**src/rv_core_pkg.sv**
```systemverilog
`default_nettype none

package rv_core_pkg;

  // wishbone classic master request
  typedef struct packed {
    logic        cyc;
    logic        stb;
    logic        we;
    logic [31:0] adr;
    logic [31:0] dat;
    logic [3:0]  sel;
  } wb_req_t;

  // slave response
  typedef struct packed {
    logic        ack;
    logic [31:0] dat;
  } wb_rsp_t;

  // one fetched instruction with its address
  typedef struct packed {
    logic [31:0] pc;
    logic [31:0] instr;
  } fetch_item_t;

  // major opcodes of the supported subset
  localparam logic [6:0] OPC_OP     = 7'b0110011;
  localparam logic [6:0] OPC_OPIMM  = 7'b0010011;
  localparam logic [6:0] OPC_LUI    = 7'b0110111;
  localparam logic [6:0] OPC_LOAD   = 7'b0000011;
  localparam logic [6:0] OPC_STORE  = 7'b0100011;
  localparam logic [6:0] OPC_BRANCH = 7'b1100011;
  localparam logic [6:0] OPC_JAL    = 7'b1101111;
  localparam logic [6:0] OPC_SYSTEM = 7'b1110011;

  // funct3 codes
  localparam logic [2:0] F3_ADD = 3'b000;
  localparam logic [2:0] F3_XOR = 3'b100;
  localparam logic [2:0] F3_OR  = 3'b110;
  localparam logic [2:0] F3_AND = 3'b111;
  localparam logic [2:0] F3_BEQ = 3'b000;
  localparam logic [2:0] F3_BNE = 3'b001;
  localparam logic [2:0] F3_BLT = 3'b100;

  localparam logic [31:0] INSTR_ECALL = 32'h0000_0073;

endpackage

`default_nettype wire
```
**src/rv_subsystem.sv**
```systemverilog
`timescale 1ns/100ps
`default_nettype none

module rv_subsystem #(
  parameter logic [31:0] BOOT_ADDR   = 32'h0,
  parameter int          QUEUE_DEPTH = 4
) (
  input  logic                 clk,
  input  logic                 rst_n,
  output rv_core_pkg::wb_req_t imem_req,
  input  rv_core_pkg::wb_rsp_t imem_rsp,
  output rv_core_pkg::wb_req_t dmem_req,
  input  rv_core_pkg::wb_rsp_t dmem_rsp,
  output logic                 halted
);

  logic                     push;
  logic                     full;
  rv_core_pkg::fetch_item_t push_item;
  logic                     q_valid;
  rv_core_pkg::fetch_item_t q_item;
  logic                     pop;
  logic                     redirect;
  logic [31:0]              redirect_pc;
  logic [4:0]               rf_raddr1;
  logic [4:0]               rf_raddr2;
  logic [31:0]              rf_rdata1;
  logic [31:0]              rf_rdata2;
  logic                     rf_we;
  logic [4:0]               rf_waddr;
  logic [31:0]              rf_wdata;

  rv_fetch #(
    .BOOT_ADDR (BOOT_ADDR)
  ) i_rv_fetch (
    .clk         (clk),
    .rst_n       (rst_n),
    .imem_req    (imem_req),
    .imem_rsp    (imem_rsp),
    .push        (push),
    .push_item   (push_item),
    .full        (full),
    .redirect    (redirect),
    .redirect_pc (redirect_pc)
  );

  // a taken transfer also empties the queue
  rv_inst_queue #(
    .QUEUE_DEPTH (QUEUE_DEPTH)
  ) i_rv_inst_queue (
    .clk       (clk),
    .rst_n     (rst_n),
    .push      (push),
    .push_item (push_item),
    .full      (full),
    .q_valid   (q_valid),
    .q_item    (q_item),
    .pop       (pop),
    .flush     (redirect)
  );

  rv_regfile i_rv_regfile (
    .clk    (clk),
    .rst_n  (rst_n),
    .raddr1 (rf_raddr1),
    .raddr2 (rf_raddr2),
    .rdata1 (rf_rdata1),
    .rdata2 (rf_rdata2),
    .we     (rf_we),
    .waddr  (rf_waddr),
    .wdata  (rf_wdata)
  );

  rv_execute i_rv_execute (
    .clk         (clk),
    .rst_n       (rst_n),
    .q_valid     (q_valid),
    .q_item      (q_item),
    .pop         (pop),
    .redirect    (redirect),
    .redirect_pc (redirect_pc),
    .rf_raddr1   (rf_raddr1),
    .rf_raddr2   (rf_raddr2),
    .rf_rdata1   (rf_rdata1),
    .rf_rdata2   (rf_rdata2),
    .rf_we       (rf_we),
    .rf_waddr    (rf_waddr),
    .rf_wdata    (rf_wdata),
    .dmem_req    (dmem_req),
    .dmem_rsp    (dmem_rsp),
    .halted      (halted)
  );

endmodule

`default_nettype wire

```
**src/rv_execute.sv**
```systemverilog
`timescale 1ns/100ps
`default_nettype none

module rv_execute (
  input  logic                     clk,
  input  logic                     rst_n,
  input  logic                     q_valid,
  input  rv_core_pkg::fetch_item_t q_item,
  output logic                     pop,
  output logic                     redirect,
  output logic [31:0]              redirect_pc,
  output logic [4:0]               rf_raddr1,
  output logic [4:0]               rf_raddr2,
  input  logic [31:0]              rf_rdata1,
  input  logic [31:0]              rf_rdata2,
  output logic                     rf_we,
  output logic [4:0]               rf_waddr,
  output logic [31:0]              rf_wdata,
  output rv_core_pkg::wb_req_t     dmem_req,
  input  rv_core_pkg::wb_rsp_t     dmem_rsp,
  output logic                     halted
);

  // word access only
  localparam logic [2:0] F3_W = 3'b010;

  logic [31:0] instr;
  logic [31:0] pc;
  logic [6:0]  opcode;
  logic [2:0]  f3;
  logic [4:0]  rd;
  logic [31:0] imm_i;
  logic [31:0] imm_s;
  logic [31:0] imm_b;
  logic [31:0] imm_j;
  logic [31:0] imm_u;
  logic [31:0] opb;
  logic [31:0] alu_res;
  logic        alu_ok;
  logic        br_cond;
  logic        is_alu;
  logic        is_lui;
  logic        is_jal;
  logic        is_lw;
  logic        is_sw;
  logic        is_ecall;
  logic        can_issue;
  logic        mem_issue;
  logic        wr_en;
  logic [31:0] wr_data;
  logic        mem_ack;
  logic        load_done;
  logic        pend_q;
  logic [4:0]  pend_rd;
  logic        halted_q;

  rv_core_pkg::wb_req_t issue_req;
  rv_core_pkg::wb_req_t pend_req;

  assign instr  = q_item.instr;
  assign pc     = q_item.pc;
  assign opcode = instr[6:0];
  assign f3     = instr[14:12];
  assign rd     = instr[11:7];

  assign imm_i = {{20{instr[31]}}, instr[31:20]};
  assign imm_s = {{20{instr[31]}}, instr[31:25], instr[11:7]};
  assign imm_b = {{19{instr[31]}}, instr[31], instr[7], instr[30:25], instr[11:8], 1'b0};
  assign imm_j = {{11{instr[31]}}, instr[31], instr[19:12], instr[20], instr[30:21], 1'b0};
  assign imm_u = {instr[31:12], 12'd0};

  assign rf_raddr1 = instr[19:15];
  assign rf_raddr2 = instr[24:20];

  always_comb begin
    opb    = (opcode == rv_core_pkg::OPC_OP) ? rf_rdata2 : imm_i;
    alu_ok = 1'b1;
    case (f3)
      rv_core_pkg::F3_ADD: begin
        // sub only for register form with funct7 bit 5
        if (opcode == rv_core_pkg::OPC_OP && instr[30]) begin
          alu_res = rf_rdata1 - opb;
        end else begin
          alu_res = rf_rdata1 + opb;
        end
      end
      rv_core_pkg::F3_XOR: alu_res = rf_rdata1 ^ opb;
      rv_core_pkg::F3_OR:  alu_res = rf_rdata1 | opb;
      rv_core_pkg::F3_AND: alu_res = rf_rdata1 & opb;
      default: begin
        alu_res = 32'd0;
        alu_ok  = 1'b0;
      end
    endcase
  end

  always_comb begin
    case (f3)
      rv_core_pkg::F3_BEQ: br_cond = (rf_rdata1 == rf_rdata2);
      rv_core_pkg::F3_BNE: br_cond = (rf_rdata1 != rf_rdata2);
      rv_core_pkg::F3_BLT: br_cond = ($signed(rf_rdata1) < $signed(rf_rdata2));
      default:             br_cond = 1'b0;
    endcase
  end

  assign is_alu   = alu_ok && (opcode == rv_core_pkg::OPC_OP ||
                               opcode == rv_core_pkg::OPC_OPIMM);
  assign is_lui   = (opcode == rv_core_pkg::OPC_LUI);
  assign is_jal   = (opcode == rv_core_pkg::OPC_JAL);
  assign is_lw    = (opcode == rv_core_pkg::OPC_LOAD) && (f3 == F3_W);
  assign is_sw    = (opcode == rv_core_pkg::OPC_STORE) && (f3 == F3_W);
  assign is_ecall = (instr == rv_core_pkg::INSTR_ECALL);

  // one instruction at a time, nothing after ecall
  assign can_issue = q_valid && !pend_q && !halted_q;
  assign pop       = can_issue;
  assign mem_issue = can_issue && (is_lw || is_sw);

  assign redirect    = can_issue && (is_jal || (opcode == rv_core_pkg::OPC_BRANCH && br_cond));
  assign redirect_pc = is_jal ? pc + imm_j : pc + imm_b;

  assign wr_en = is_alu || is_lui || is_jal;

  always_comb begin
    if (is_lui) begin
      wr_data = imm_u;
    end else if (is_jal) begin
      wr_data = pc + 32'd4;
    end else begin
      wr_data = alu_res;
    end
  end

  always_comb begin
    issue_req.cyc = mem_issue;
    issue_req.stb = mem_issue;
    issue_req.we  = is_sw;
    issue_req.adr = rf_rdata1 + (is_sw ? imm_s : imm_i);
    issue_req.dat = rf_rdata2;
    issue_req.sel = 4'hf;
  end

  // held copy drives the bus until ack
  assign dmem_req  = pend_q ? pend_req : issue_req;
  assign mem_ack   = dmem_req.cyc && dmem_rsp.ack;
  assign load_done = mem_ack && !dmem_req.we;

  assign rf_we    = (can_issue && wr_en) || load_done;
  assign rf_waddr = (load_done && pend_q) ? pend_rd : rd;
  assign rf_wdata = load_done ? dmem_rsp.dat : wr_data;

  assign halted = halted_q;

  always_ff @(posedge clk or negedge rst_n) begin
    if (!rst_n) begin
      pend_q   <= 1'b0;
      halted_q <= 1'b0;
    end else begin
      if (mem_issue && !mem_ack) begin
        pend_q <= 1'b1;
      end else if (mem_ack) begin
        pend_q <= 1'b0;
      end
      if (can_issue && is_ecall) begin
        halted_q <= 1'b1;
      end
    end
  end

  always_ff @(posedge clk) begin
    if (mem_issue) begin
      pend_req <= issue_req;
      pend_rd  <= rd;
    end
  end

endmodule

`default_nettype wire

```
**src/rv_regfile.sv**
```systemverilog
`timescale 1ns/100ps
`default_nettype none

module rv_regfile (
  input  logic        clk,
  input  logic        rst_n,
  input  logic [4:0]  raddr1,
  input  logic [4:0]  raddr2,
  output logic [31:0] rdata1,
  output logic [31:0] rdata2,
  input  logic        we,
  input  logic [4:0]  waddr,
  input  logic [31:0] wdata
);

  // x1..x31, x0 has no storage
  logic [31:0] regs [1:31];

  assign rdata1 = (raddr1 == 5'd0) ? 32'd0 : regs[raddr1];
  assign rdata2 = (raddr2 == 5'd0) ? 32'd0 : regs[raddr2];

  always_ff @(posedge clk or negedge rst_n) begin
    if (!rst_n) begin
      for (int i = 1; i < 32; i++) begin
        regs[i] <= 32'd0;
      end
    end else if (we && waddr != 5'd0) begin
      regs[waddr] <= wdata;
    end
  end

endmodule

`default_nettype wire

```
**src/rv_inst_queue.sv**
```systemverilog
`timescale 1ns/100ps
`default_nettype none

module rv_inst_queue #(
  parameter int QUEUE_DEPTH = 4
) (
  input  logic                     clk,
  input  logic                     rst_n,
  input  logic                     push,
  input  rv_core_pkg::fetch_item_t push_item,
  output logic                     full,
  output logic                     q_valid,
  output rv_core_pkg::fetch_item_t q_item,
  input  logic                     pop,
  input  logic                     flush
);

  localparam int PTR_W = $clog2(QUEUE_DEPTH);

  rv_core_pkg::fetch_item_t mem [QUEUE_DEPTH];

  // extra msb tells full from empty
  logic [PTR_W:0] wr_ptr;
  logic [PTR_W:0] rd_ptr;
  logic           do_push;
  logic           do_pop;

  assign full    = (wr_ptr[PTR_W] != rd_ptr[PTR_W]) &&
                   (wr_ptr[PTR_W-1:0] == rd_ptr[PTR_W-1:0]);
  assign q_valid = (wr_ptr != rd_ptr);
  assign q_item  = mem[rd_ptr[PTR_W-1:0]];

  // flush wins over a push in the same cycle
  assign do_push = push && !full && !flush;
  assign do_pop  = pop && q_valid && !flush;

  always_ff @(posedge clk or negedge rst_n) begin
    if (!rst_n) begin
      wr_ptr <= '0;
      rd_ptr <= '0;
    end else if (flush) begin
      wr_ptr <= '0;
      rd_ptr <= '0;
    end else begin
      if (do_push) begin
        wr_ptr <= wr_ptr + 1'b1;
      end
      if (do_pop) begin
        rd_ptr <= rd_ptr + 1'b1;
      end
    end
  end

  always_ff @(posedge clk) begin
    if (do_push) begin
      mem[wr_ptr[PTR_W-1:0]] <= push_item;
    end
  end

endmodule

`default_nettype wire

```
**src/rv_fetch.sv**
```systemverilog
`timescale 1ns/100ps
`default_nettype none

module rv_fetch #(
  parameter logic [31:0] BOOT_ADDR = 32'h0
) (
  input  logic                     clk,
  input  logic                     rst_n,
  output rv_core_pkg::wb_req_t     imem_req,
  input  rv_core_pkg::wb_rsp_t     imem_rsp,
  output logic                     push,
  output rv_core_pkg::fetch_item_t push_item,
  input  logic                     full,
  input  logic                     redirect,
  input  logic [31:0]              redirect_pc
);

  logic        run_q;
  logic        active_q;
  logic        discard_q;
  logic [31:0] pc_q;
  logic [31:0] adr_q;
  logic        launch;
  logic        req;
  logic        ack;
  logic [31:0] cur_adr;

  // a new cycle only starts while the queue has room
  assign launch  = run_q && !active_q && !full;
  assign req     = active_q || launch;
  assign ack     = req && imem_rsp.ack;
  assign cur_adr = active_q ? adr_q : pc_q;

  always_comb begin
    imem_req.cyc = req;
    imem_req.stb = req;
    imem_req.we  = 1'b0;
    imem_req.adr = cur_adr;
    imem_req.dat = '0;
    imem_req.sel = 4'hf;
  end

  // wrong-path words are completed on the bus but never queued
  assign push = ack && !discard_q && !redirect;

  always_comb begin
    push_item.pc    = cur_adr;
    push_item.instr = imem_rsp.dat;
  end

  always_ff @(posedge clk or negedge rst_n) begin
    if (!rst_n) begin
      run_q     <= 1'b0;
      active_q  <= 1'b0;
      discard_q <= 1'b0;
      pc_q      <= BOOT_ADDR;
    end else begin
      run_q <= 1'b1;
      if (ack) begin
        active_q  <= 1'b0;
        discard_q <= 1'b0;
      end else if (req) begin
        active_q <= 1'b1;
        // redirect during an open read
        if (redirect) begin
          discard_q <= 1'b1;
        end
      end
      if (redirect) begin
        pc_q <= redirect_pc;
      end else if (launch) begin
        pc_q <= pc_q + 32'd4;
      end
    end
  end

  // address held stable for the open cycle
  always_ff @(posedge clk) begin
    if (launch) begin
      adr_q <= pc_q;
    end
  end

endmodule

`default_nettype wire

```
**config.mk**
```make
export PLATFORM = sky130hd
export DESIGN_NAME = rv_subsystem
export DESIGN_NICKNAME = d
export VERILOG_FILES = /design/src/rv_core_pkg.sv /design/src/rv_subsystem.sv /design/src/rv_execute.sv /design/src/rv_regfile.sv /design/src/rv_inst_queue.sv /design/src/rv_fetch.sv
export SDC_FILE = /design/constraint.sdc
export NUM_CORES = 2
export LEC_CHECK = 0
export BUFFER_PORTS_ARGS = -buffer_cell sky130_fd_sc_hd__buf_4
export CAP_MARGIN = 40
export CORE_MARGIN = 3
export CORE_UTILIZATION = 35
export CTS_BUF_LIST = sky130_fd_sc_hd__clkbuf_2 sky130_fd_sc_hd__clkbuf_4 sky130_fd_sc_hd__clkbuf_8
export DETAILED_ROUTE_END_ITERATION = 8
export SYNTH_ARGS = -nofsm -noshare
export SYNTH_HDL_FRONTEND = slang
export SYNTH_SLANG_ARGS = --single-unit
```
**constraint.sdc**
```tcl
create_clock -name clk -period 10.71 [get_ports clk]
set_input_delay 0.5355 -clock clk [delete_from_list [all_inputs] [get_ports clk]]
set_output_delay 0.5355 -clock clk [all_outputs]
set_load 0.005 [all_outputs]
```
# Word level (Yosys, flattened, before mapping)
# Memories as Yosys holds them, arrays and structs flattened.
# Index checks and enable logic that the tools add are counted.
[classes] addsub=9 magnitude_cmp=5 eq_ne=18 mux=39 bitwise_logic=6 n_reduce_logical=54
[ops] op="bitwise mux 992 bit" n=1
[ops] op="2-to-1 mux 32 bit" n=16
[ops] op="binary-select mux 32 bit (select 5 bit)" n=2
[ops] op="demux 32 bit (select 5 bit)" n=1
[ops] op="adder 32 bit" n=4
[ops] op="case mux 32 bit (4 select lines)" n=1
[ops] op="2-to-1 mux 71 bit" n=1
[ops] op="adder 32 x 3 -> 32 bit (second input constant)" n=2
[ops] op="bitwise AND 32 bit" n=1
[ops] op="equality test 32 bit" n=1
[ops] op="equality test 32 x 7 -> 1 bit (second input constant)" n=1
[ops] op="less-than comparator 32 bit" n=1
[ops] op="!= test 32 bit" n=1
[ops] op="OR 32 bit" n=1
[ops] op="subtractor 32 bit" n=1
[ops] op="bitwise XOR 32 bit" n=1
[ops] op="logical AND 1 bit" n=27
[ops] op="equality test 7 x 6 -> 1 bit (second input constant)" n=3
[ops] op=">= comparator 6 bit (second input constant)" n=3
[ops] op="NOT 5 -> 6 bit" n=3
[ops] op="equality test 7 bit (second input constant)" n=2
[ops] op="2-to-1 mux 3 bit" n=4
[ops] op="nonzero test 2 bit" n=6
[ops] op="zero test 5 bit" n=2
[ops] op="19 further kinds" n=45
[word_totals] regBits=1137 mem_bits_rw=256 wordCells=176 memories=1
[memory_table] name="i_rv_inst_queue.mem" words=4 width=64 read_ports=1 rd_clocked_by_memory_dff=0 wr=1 line="rv_inst_queue.sv:20" source="rv_core_pkg::fetch_item_t mem [QUEUE_DEPTH];"

# Depth between registers and ports, before layout
# An unclocked memory read counts as a cell.
[logic_depth] ltp_word=18 ltp_mapped=35 ltp_nobuf=28

# Cells and area by module
# From an unflattened synthesis, not the netlist that was laid out.
[hier_totals] hier_cells=6597 hier_area_um2=80719.9
[modules_own_cells] module="rv_regfile" n_inst=1 cells_each=4052 area_each_um2=53602.7 seq_area_each_um2=24823.8
[modules_own_cells] module="rv_execute" n_inst=1 cells_each=1746 area_each_um2=13231.4 seq_area_each_um2=2152.1
[modules_own_cells] module="rv_inst_queue" n_inst=1 cells_each=402 area_each_um2=9784.4 seq_area_each_um2=7837.5
[modules_own_cells] module="rv_fetch" n_inst=1 cells_each=397 area_each_um2=4101.4 seq_area_each_um2=1836.8

# Least setup slack after synthesis
# No wires, ideal clock.
[synth_path] kind="register to register" startpoint="register i_rv_inst_queue.rd_ptr[1]" endpoint="memory i_rv_inst_queue.mem[3][0] (netlist bit), enable pin" setup_time_ps=564 arrival_time_ps=10522 slack_ps=-376 path_stages_with_launch=28 path_buffers=8 synth_period_minus_slack_ps=11086 cell_sequence="dfrtp_1 > buf_2 > buf_4 > buf_2 > mux2_2 > o21a_1 > clkbuf_1 > clkbuf_1 > buf_1 > mux4_2 > nand2_1 > nand3_1 > a31oi_1 > inv_1 > ha_1 > nor2b_1 > o21a_1 > o21a_1 > o21a_1 > o21a_1 > o21a_1 > o21ai_0 > a211o_1 > a31oi_1 > o21a_1 > clkbuf_1 > clkbuf_1 > nor3_1"
[synth_via] elab_chain_cells=17 word_cells_on_any_way=41 cone_classes="order compare: 1; eq/ne: 8; mux: 11; bitwise: 2; reduce/logical: 18; memory: 1"
[synth_rtl] element="from (decl)" line="rv_inst_queue.sv:24" source="logic [PTR_W:0] rd_ptr;"
[synth_rtl] element="from (signal assigned)" line="rv_inst_queue.sv:49" source="rd_ptr <= rd_ptr + 1'b1;"
[synth_rtl] element="memory read (4 x 64 bit)"
[synth_rtl] element="NOT 5 -> 6 bit (on tied branches)" line="rv_regfile.sv:19, rv_regfile.sv:20"
[synth_rtl] element="binary-select mux 32 bit (select 5 bit) (on tied branches)" line="rv_regfile.sv:19, rv_regfile.sv:20"
[synth_rtl] element="2-to-1 mux 32 bit (on tied branches) (3 in series)" line="rv_regfile.sv:19, rv_regfile.sv:20"
[synth_rtl] element="less-than comparator 32 bit (tied with other cells)" line="rv_execute.sv:101" source="rv_core_pkg::F3_BLT: br_cond = ($signed(rf_rdata1) < $signed(rf_rdata2));"
[synth_rtl] element="case mux 1 bit (3 select lines)" line="rv_execute.sv:98" source="case (f3)"
[synth_rtl] element="logical AND 1 bit" line="rv_execute.sv:119" source="assign redirect = can_issue && (is_jal || (opcode == rv_core_pkg::OPC_BRANCH && br_cond));"
[synth_rtl] element="logical OR 1 bit" line="rv_execute.sv:119"
[synth_rtl] element="logical AND 1 bit" line="rv_execute.sv:119"
[synth_rtl] element="zero test 1 bit" line="rv_inst_queue.sv:34, rv_fetch.sv:44"
[synth_rtl] element="logical AND 1 bit" line="rv_fetch.sv:44" source="assign push = ack && !discard_q && !redirect;"
[synth_rtl] element="logical AND 1 bit" line="rv_inst_queue.sv:34" source="assign do_push = push && !full && !flush;"
[synth_rtl] element="logical AND 1 bit *" line="rv_inst_queue.sv:34"
[synth_rtl] element="2-to-1 mux 1 bit *" line="rv_inst_queue.sv:55" source="if (do_push) begin"
[synth_rtl] element="2-to-1 mux 1 bit (not written as such) *" line="rv_inst_queue.sv:56" source="mem[wr_ptr[PTR_W-1:0]] <= push_item;"
[synth_rtl] element="to (decl)" line="rv_inst_queue.sv:20"
# Mark *: on every way between the ends. The rest lies on a longest branch, timed or not. The select of a mux whose other input is x is not followed.

==> metrics.md <==
| Metric | Value |
|---|---|
| Status | `completed` |
| Sequential group share of total power | `0.221` |
| Share of Yosys cell area claimed by the top area cell type | `0.3284` |
| Sort of element at the start of the critical path | `flip-flop` |
| Worst Hold Slack | `approximately 120 ps` |
| Switching power total | `about 16 mW` |
| Worst R2R Setup Slack | `1160 ps` |
| Placed cells | `~10000` |
| H-tree depth | `4` |
| Leakage power summed over all cells | `37.98 nW` |
| Antenna violations before repair | `11` |
| Layout Area Growth over Synthesis | `13.87%` |
| Count of TritonRoute iterations in the first routing pass | `8` |
| Initial DRC Count | `between 8000 and 9000` |
| Total Wirelength | `306100 um` |
| Maximum fanout encountered on the critical timing path | `slightly below 70` |
| Post-route DRC | `0` |
| Launching point of the worst reg2reg path | `i_rv_inst_queue.rd_ptr[0]$_DFFE_PN0P_` |
| Total chip power | `around 33 mW` |
| TritonCTS clock tree | `yes` |
| Number of buffer cells added on primary ports | `around 170` |
| Row Count | `roughly 170` |
| Via count | `64740` |
| End point of the critical path | `dmem_req[67]` |
| Hold violation count in the final report | `0` |
| Post-synthesis async set-or-reset flop share | `0.7430` |
| Number of clock buffers inserted by TritonCTS | `between 200 and 250` |
| Hold Path Class | `input pin to async pin` |
| Final net count | `between 7000 and 8000` |
| Final design instance area without fill | `0.08980 mm2` |
| Post-DP Area | `roughly 0.084 mm2` |
| DIE WIDTH | `480.7 um` |
| Total clock sinks | `1393` |
| Ratio of cells with drive above 1 in the final layout | `0.1932` |
| Count of final max-slew check failures | `0` |
| Worst reg-to-reg path cell count | `29` |
| Total congestion overflow | `0` |
| Part of the total power dissipated in the clock network | `0.158` |
| CTS Buffer Depth | `3` |
| Setup WS post-layout | `between 1000 and 1500 ps` |
| Final Critical Period | `9621 ps` |
| Internal power | `16.65 mW` |
| Average wire per standard cell | `roughly 28 um` |
| Distinct cells, synth | `90` |
| Global Route Usage Sum | `0.2588` |
| Most area-hungry cell type in the Yosys netlist | `dfrtp_1` |
| Number of warnings issued by yosys | `0` |
| Detailed placement HPWL | `between 200000 and 250000 um` |
| Remaining max-slew budget at the tightest pin | `0.2404` |
| Mean post-synth cell area | `10.33 um2` |
| Comb power frac | `0.622` |
| RSZ-0062 raised after global routing | `no` |
| Pre-CTS worst setup slack | `between 1000 and 1500 ps` |
| Leading register cell type out of synthesis | `dfrtp_1` |
| Number of top-level pins | `about 210` |
| Clock tree root driver cell | `clkbuf_8` |
| Sequential fraction of the synthesis area | `0.4648` |
| Main area contributors after synthesis | `dfrtp_1 (33%), edfxtp_1 (14%), mux4_2 (8.4%)` |
| DIE HEIGHT | `about 480 um` |
| Max-cap viol count | `0` |
| Vias in the first global route | `approximately 63000` |
| Peak Freq | `0.1039 GHz` |
| Startpoint-to-endpoint class of the critical path | `flip-flop to primary output` |
| Die outline area | `approximately 0.23 mm2` |
| Source of the critical timing path | `i_rv_inst_queue.rd_ptr[1]$_DFFE_PN0P_` |
| Core area | `roughly 0.22 mm2` |
| VDD IR max | `approximately 0.25 mV` |
| Post-route clock skew | `about 73 ps` |
| Crit path capture type | `primary output` |
| Slew at the pin with the worst max-slew slack | `1139 ps` |
| Data arrival time of the worst path | `approximately 9000 ps` |
| Antenna-violating nets left | `0` |
| Clock-pin slew on the worst setup and hold paths | `roughly 60 ps` |
| Cell area after synthesis | `between 0.07 and 0.08 mm2` |
| End of the worst register-to-register path | `i_rv_regfile.regs[767]$_DFFE_PN0P_` |
| Number of enable-type register cells in the synthesized netlist | `about 360` |
| Aggregate negative setup slack | `0 ps` |
| Maximum number of pins on one net before global-route repair | `roughly 170` |
| Vias per cell | `around 6` |
| Req. time, crit path | `slightly above 10000 ps` |
| Number of synthesized register bits | `1393` |
| Number of instances in the synthesized netlist | `7637` |
| Post-route core utilization | `0.4024` |
| Clock latency on the worst-skew pair | `~1000 ps` |
| Final cell count without fillers | `about 11000` |
| Final clock period utilization by the worst path | `0.8984` |
| Effective utilization at floorplan | `0.3534` |
| Total of endpoints with negative setup slack in the final report | `0` |
| Switching Share | `0.4968` |
| Wire length of the first global-routing pass | `approximately 440000 um` |
| Power Dens Cells | `around 370 mW/mm2` |
| GPL Wtd Cong | `just under 1` |
==> synth_stat cells (104+ instances only) <==
master and instances:
ha_1 197, a21oi_1 431, nand3_1 164, nor2_1 400, inv_1 149, mux4_2 295, xnor2_1 104, o21ai_0 826
nand2_1 1259, edfxtp_1 358, mux2_2 241, mux2i_1 491, clkbuf_1 461, dfrtp_1 1035
==> cells by family (layout without fill, tap and decap cells) <==
kind of cell | after synthesis | in the layout | share of synthesized area
buffers and inverters | 805 | 1044 | 0.04306
other | 2 | 46 | 0.00009523
multiplexers | 1031 | 1031 | 0.1816
XOR/XNOR | 169 | 169 | 0.01877
AND/OR/NAND/NOR | 2129 | 2129 | 0.1143
flip-flops | 1393 | 1393 | 0.4648
adder cells (fa/ha/maj) | 200 | 200 | 0.03202
AO/OA/AOI/OAI | 1908 | 1908 | 0.1455
==> worst max-delay path, cell delays in order, from the launching register on <==
cell      delay, ps
dfrtp_4         570
buf_4           540
mux2i_1         150
nand2_1         160
o21a_4          270
buf_16          290
buf_12          490
mux4_2          590
a21oi_1         220
a211oi_1        180
a31oi_1         620
inv_1           270
ha_1            300
or3_1           410
a21oi_1         190
a21oi_1         100
a211oi_1        460
a211oi_1        230
o31ai_1         580
o211ai_1        230
a311o_1         380
a21oi_1         170
xnor2_1         110
mux2_2          290
buf_4           140
==> layout by cell type (no fill, tap or decap), drive strengths merged, types with 16 or more instances in the layout <==
cell / instances
a31oi: 65
dlygate4sd3: 36
mux2i: 491
nand2b: 30
o31ai: 45
xnor2: 104
a22oi: 56
a211oi: 85
nor2b: 42
nand2: 1259
and2: 26
o211ai: 26
a21o: 64
mux4: 295
xor2: 65
buf: 443
conb: 42
and3: 52
a311oi: 39
clkbuf: 348
nor2: 400
a21oi: 431
ha: 197
o22ai: 58
a2111oi: 17
o21a: 26
nand4: 45
inv: 159
dfrtp: 1035
a221oi: 16
clkinv: 50
nor3: 38
nand3: 164
o21ai: 838
edfxtp: 358
mux2: 245
o41ai: 26
==> cell type report <==
| type | instances | area, um2 |
|---|---|---|
| sequential | 1393 | 36660 |
| multi-input combinational | 5479 | 39460 |
| antenna | 4 | 10.01 |
| fill | 21550 | 133400 |
| tap | 2975 | 3722 |
| clock inverter | 66 | 701.9 |
| clock buffer | 348 | 4395 |
| timing repair buffer | 479 | 4285 |
| inverter | 151 | 568.0 |
==> flip-flops by register name, indices dropped and copies added, names as in the netlist, 3 cells and up <==
register / cells
i_rv_inst_queue.wr_ptr: 3
i_rv_execute.pend_req: 65
i_rv_inst_queue.mem: 256
i_rv_execute.pend_rd: 5
i_rv_fetch.pc_q: 32
i_rv_regfile.regs: 992
i_rv_inst_queue.rd_ptr: 3
i_rv_fetch.adr_q: 32
==> repair_timing <==
item / CTS / global route
hold buffers: 36 / 0
buffers inserted: 0 / 0
hold endpoints to repair: 230 / 0
gates resized for setup: 0 / 0
==> layer usage <==
layer | up-vias | global-route usage | part of all wire
li1 | 27840 | - | -
met1 | 32570 | 0.3549 | 0.41
met2 | 3524 | 0.3759 | 0.43
met3 | 813 | 0.06532 | 0.10
met4 | 2 | 0.1363 | 0.059
met5 | - | 0 | 0.000042
==> worst min-delay path by stage <==
stage	startpoint	to	slack, ps	cells after the start
floorplan	rst_n	i_rv_execute.halted$_DFFE_PN0P_	240	0
global placement	i_rv_fetch.pc_q[1]$_DFFE_PN0P_	i_rv_fetch.adr_q[1]$_DFFE_PP_	450	0
detailed placement	i_rv_fetch.pc_q[0]$_DFFE_PN0P_	i_rv_fetch.adr_q[0]$_DFFE_PP_	460	0
CTS	dmem_rsp[20]	i_rv_regfile.regs[500]$_DFFE_PN0P_	30	4
global route	dmem_rsp[20]	i_rv_regfile.regs[500]$_DFFE_PN0P_	100	4
finish	rst_n	i_rv_regfile.regs[6]$_DFFE_PN0P_	120	2
==> power groups by stage <==
stage,sequential [mW],combinational (mW),clock [mW]
global placement,7.33,19.8,0
CTS,7.30,20.2,5.29
finish,7.31,20.6,5.21
detailed placement,7.39,20.1,0
global route,7.42,21.7,5.53
floorplan,7.16,12.1,0
Power figures use the tool's default switching activity.
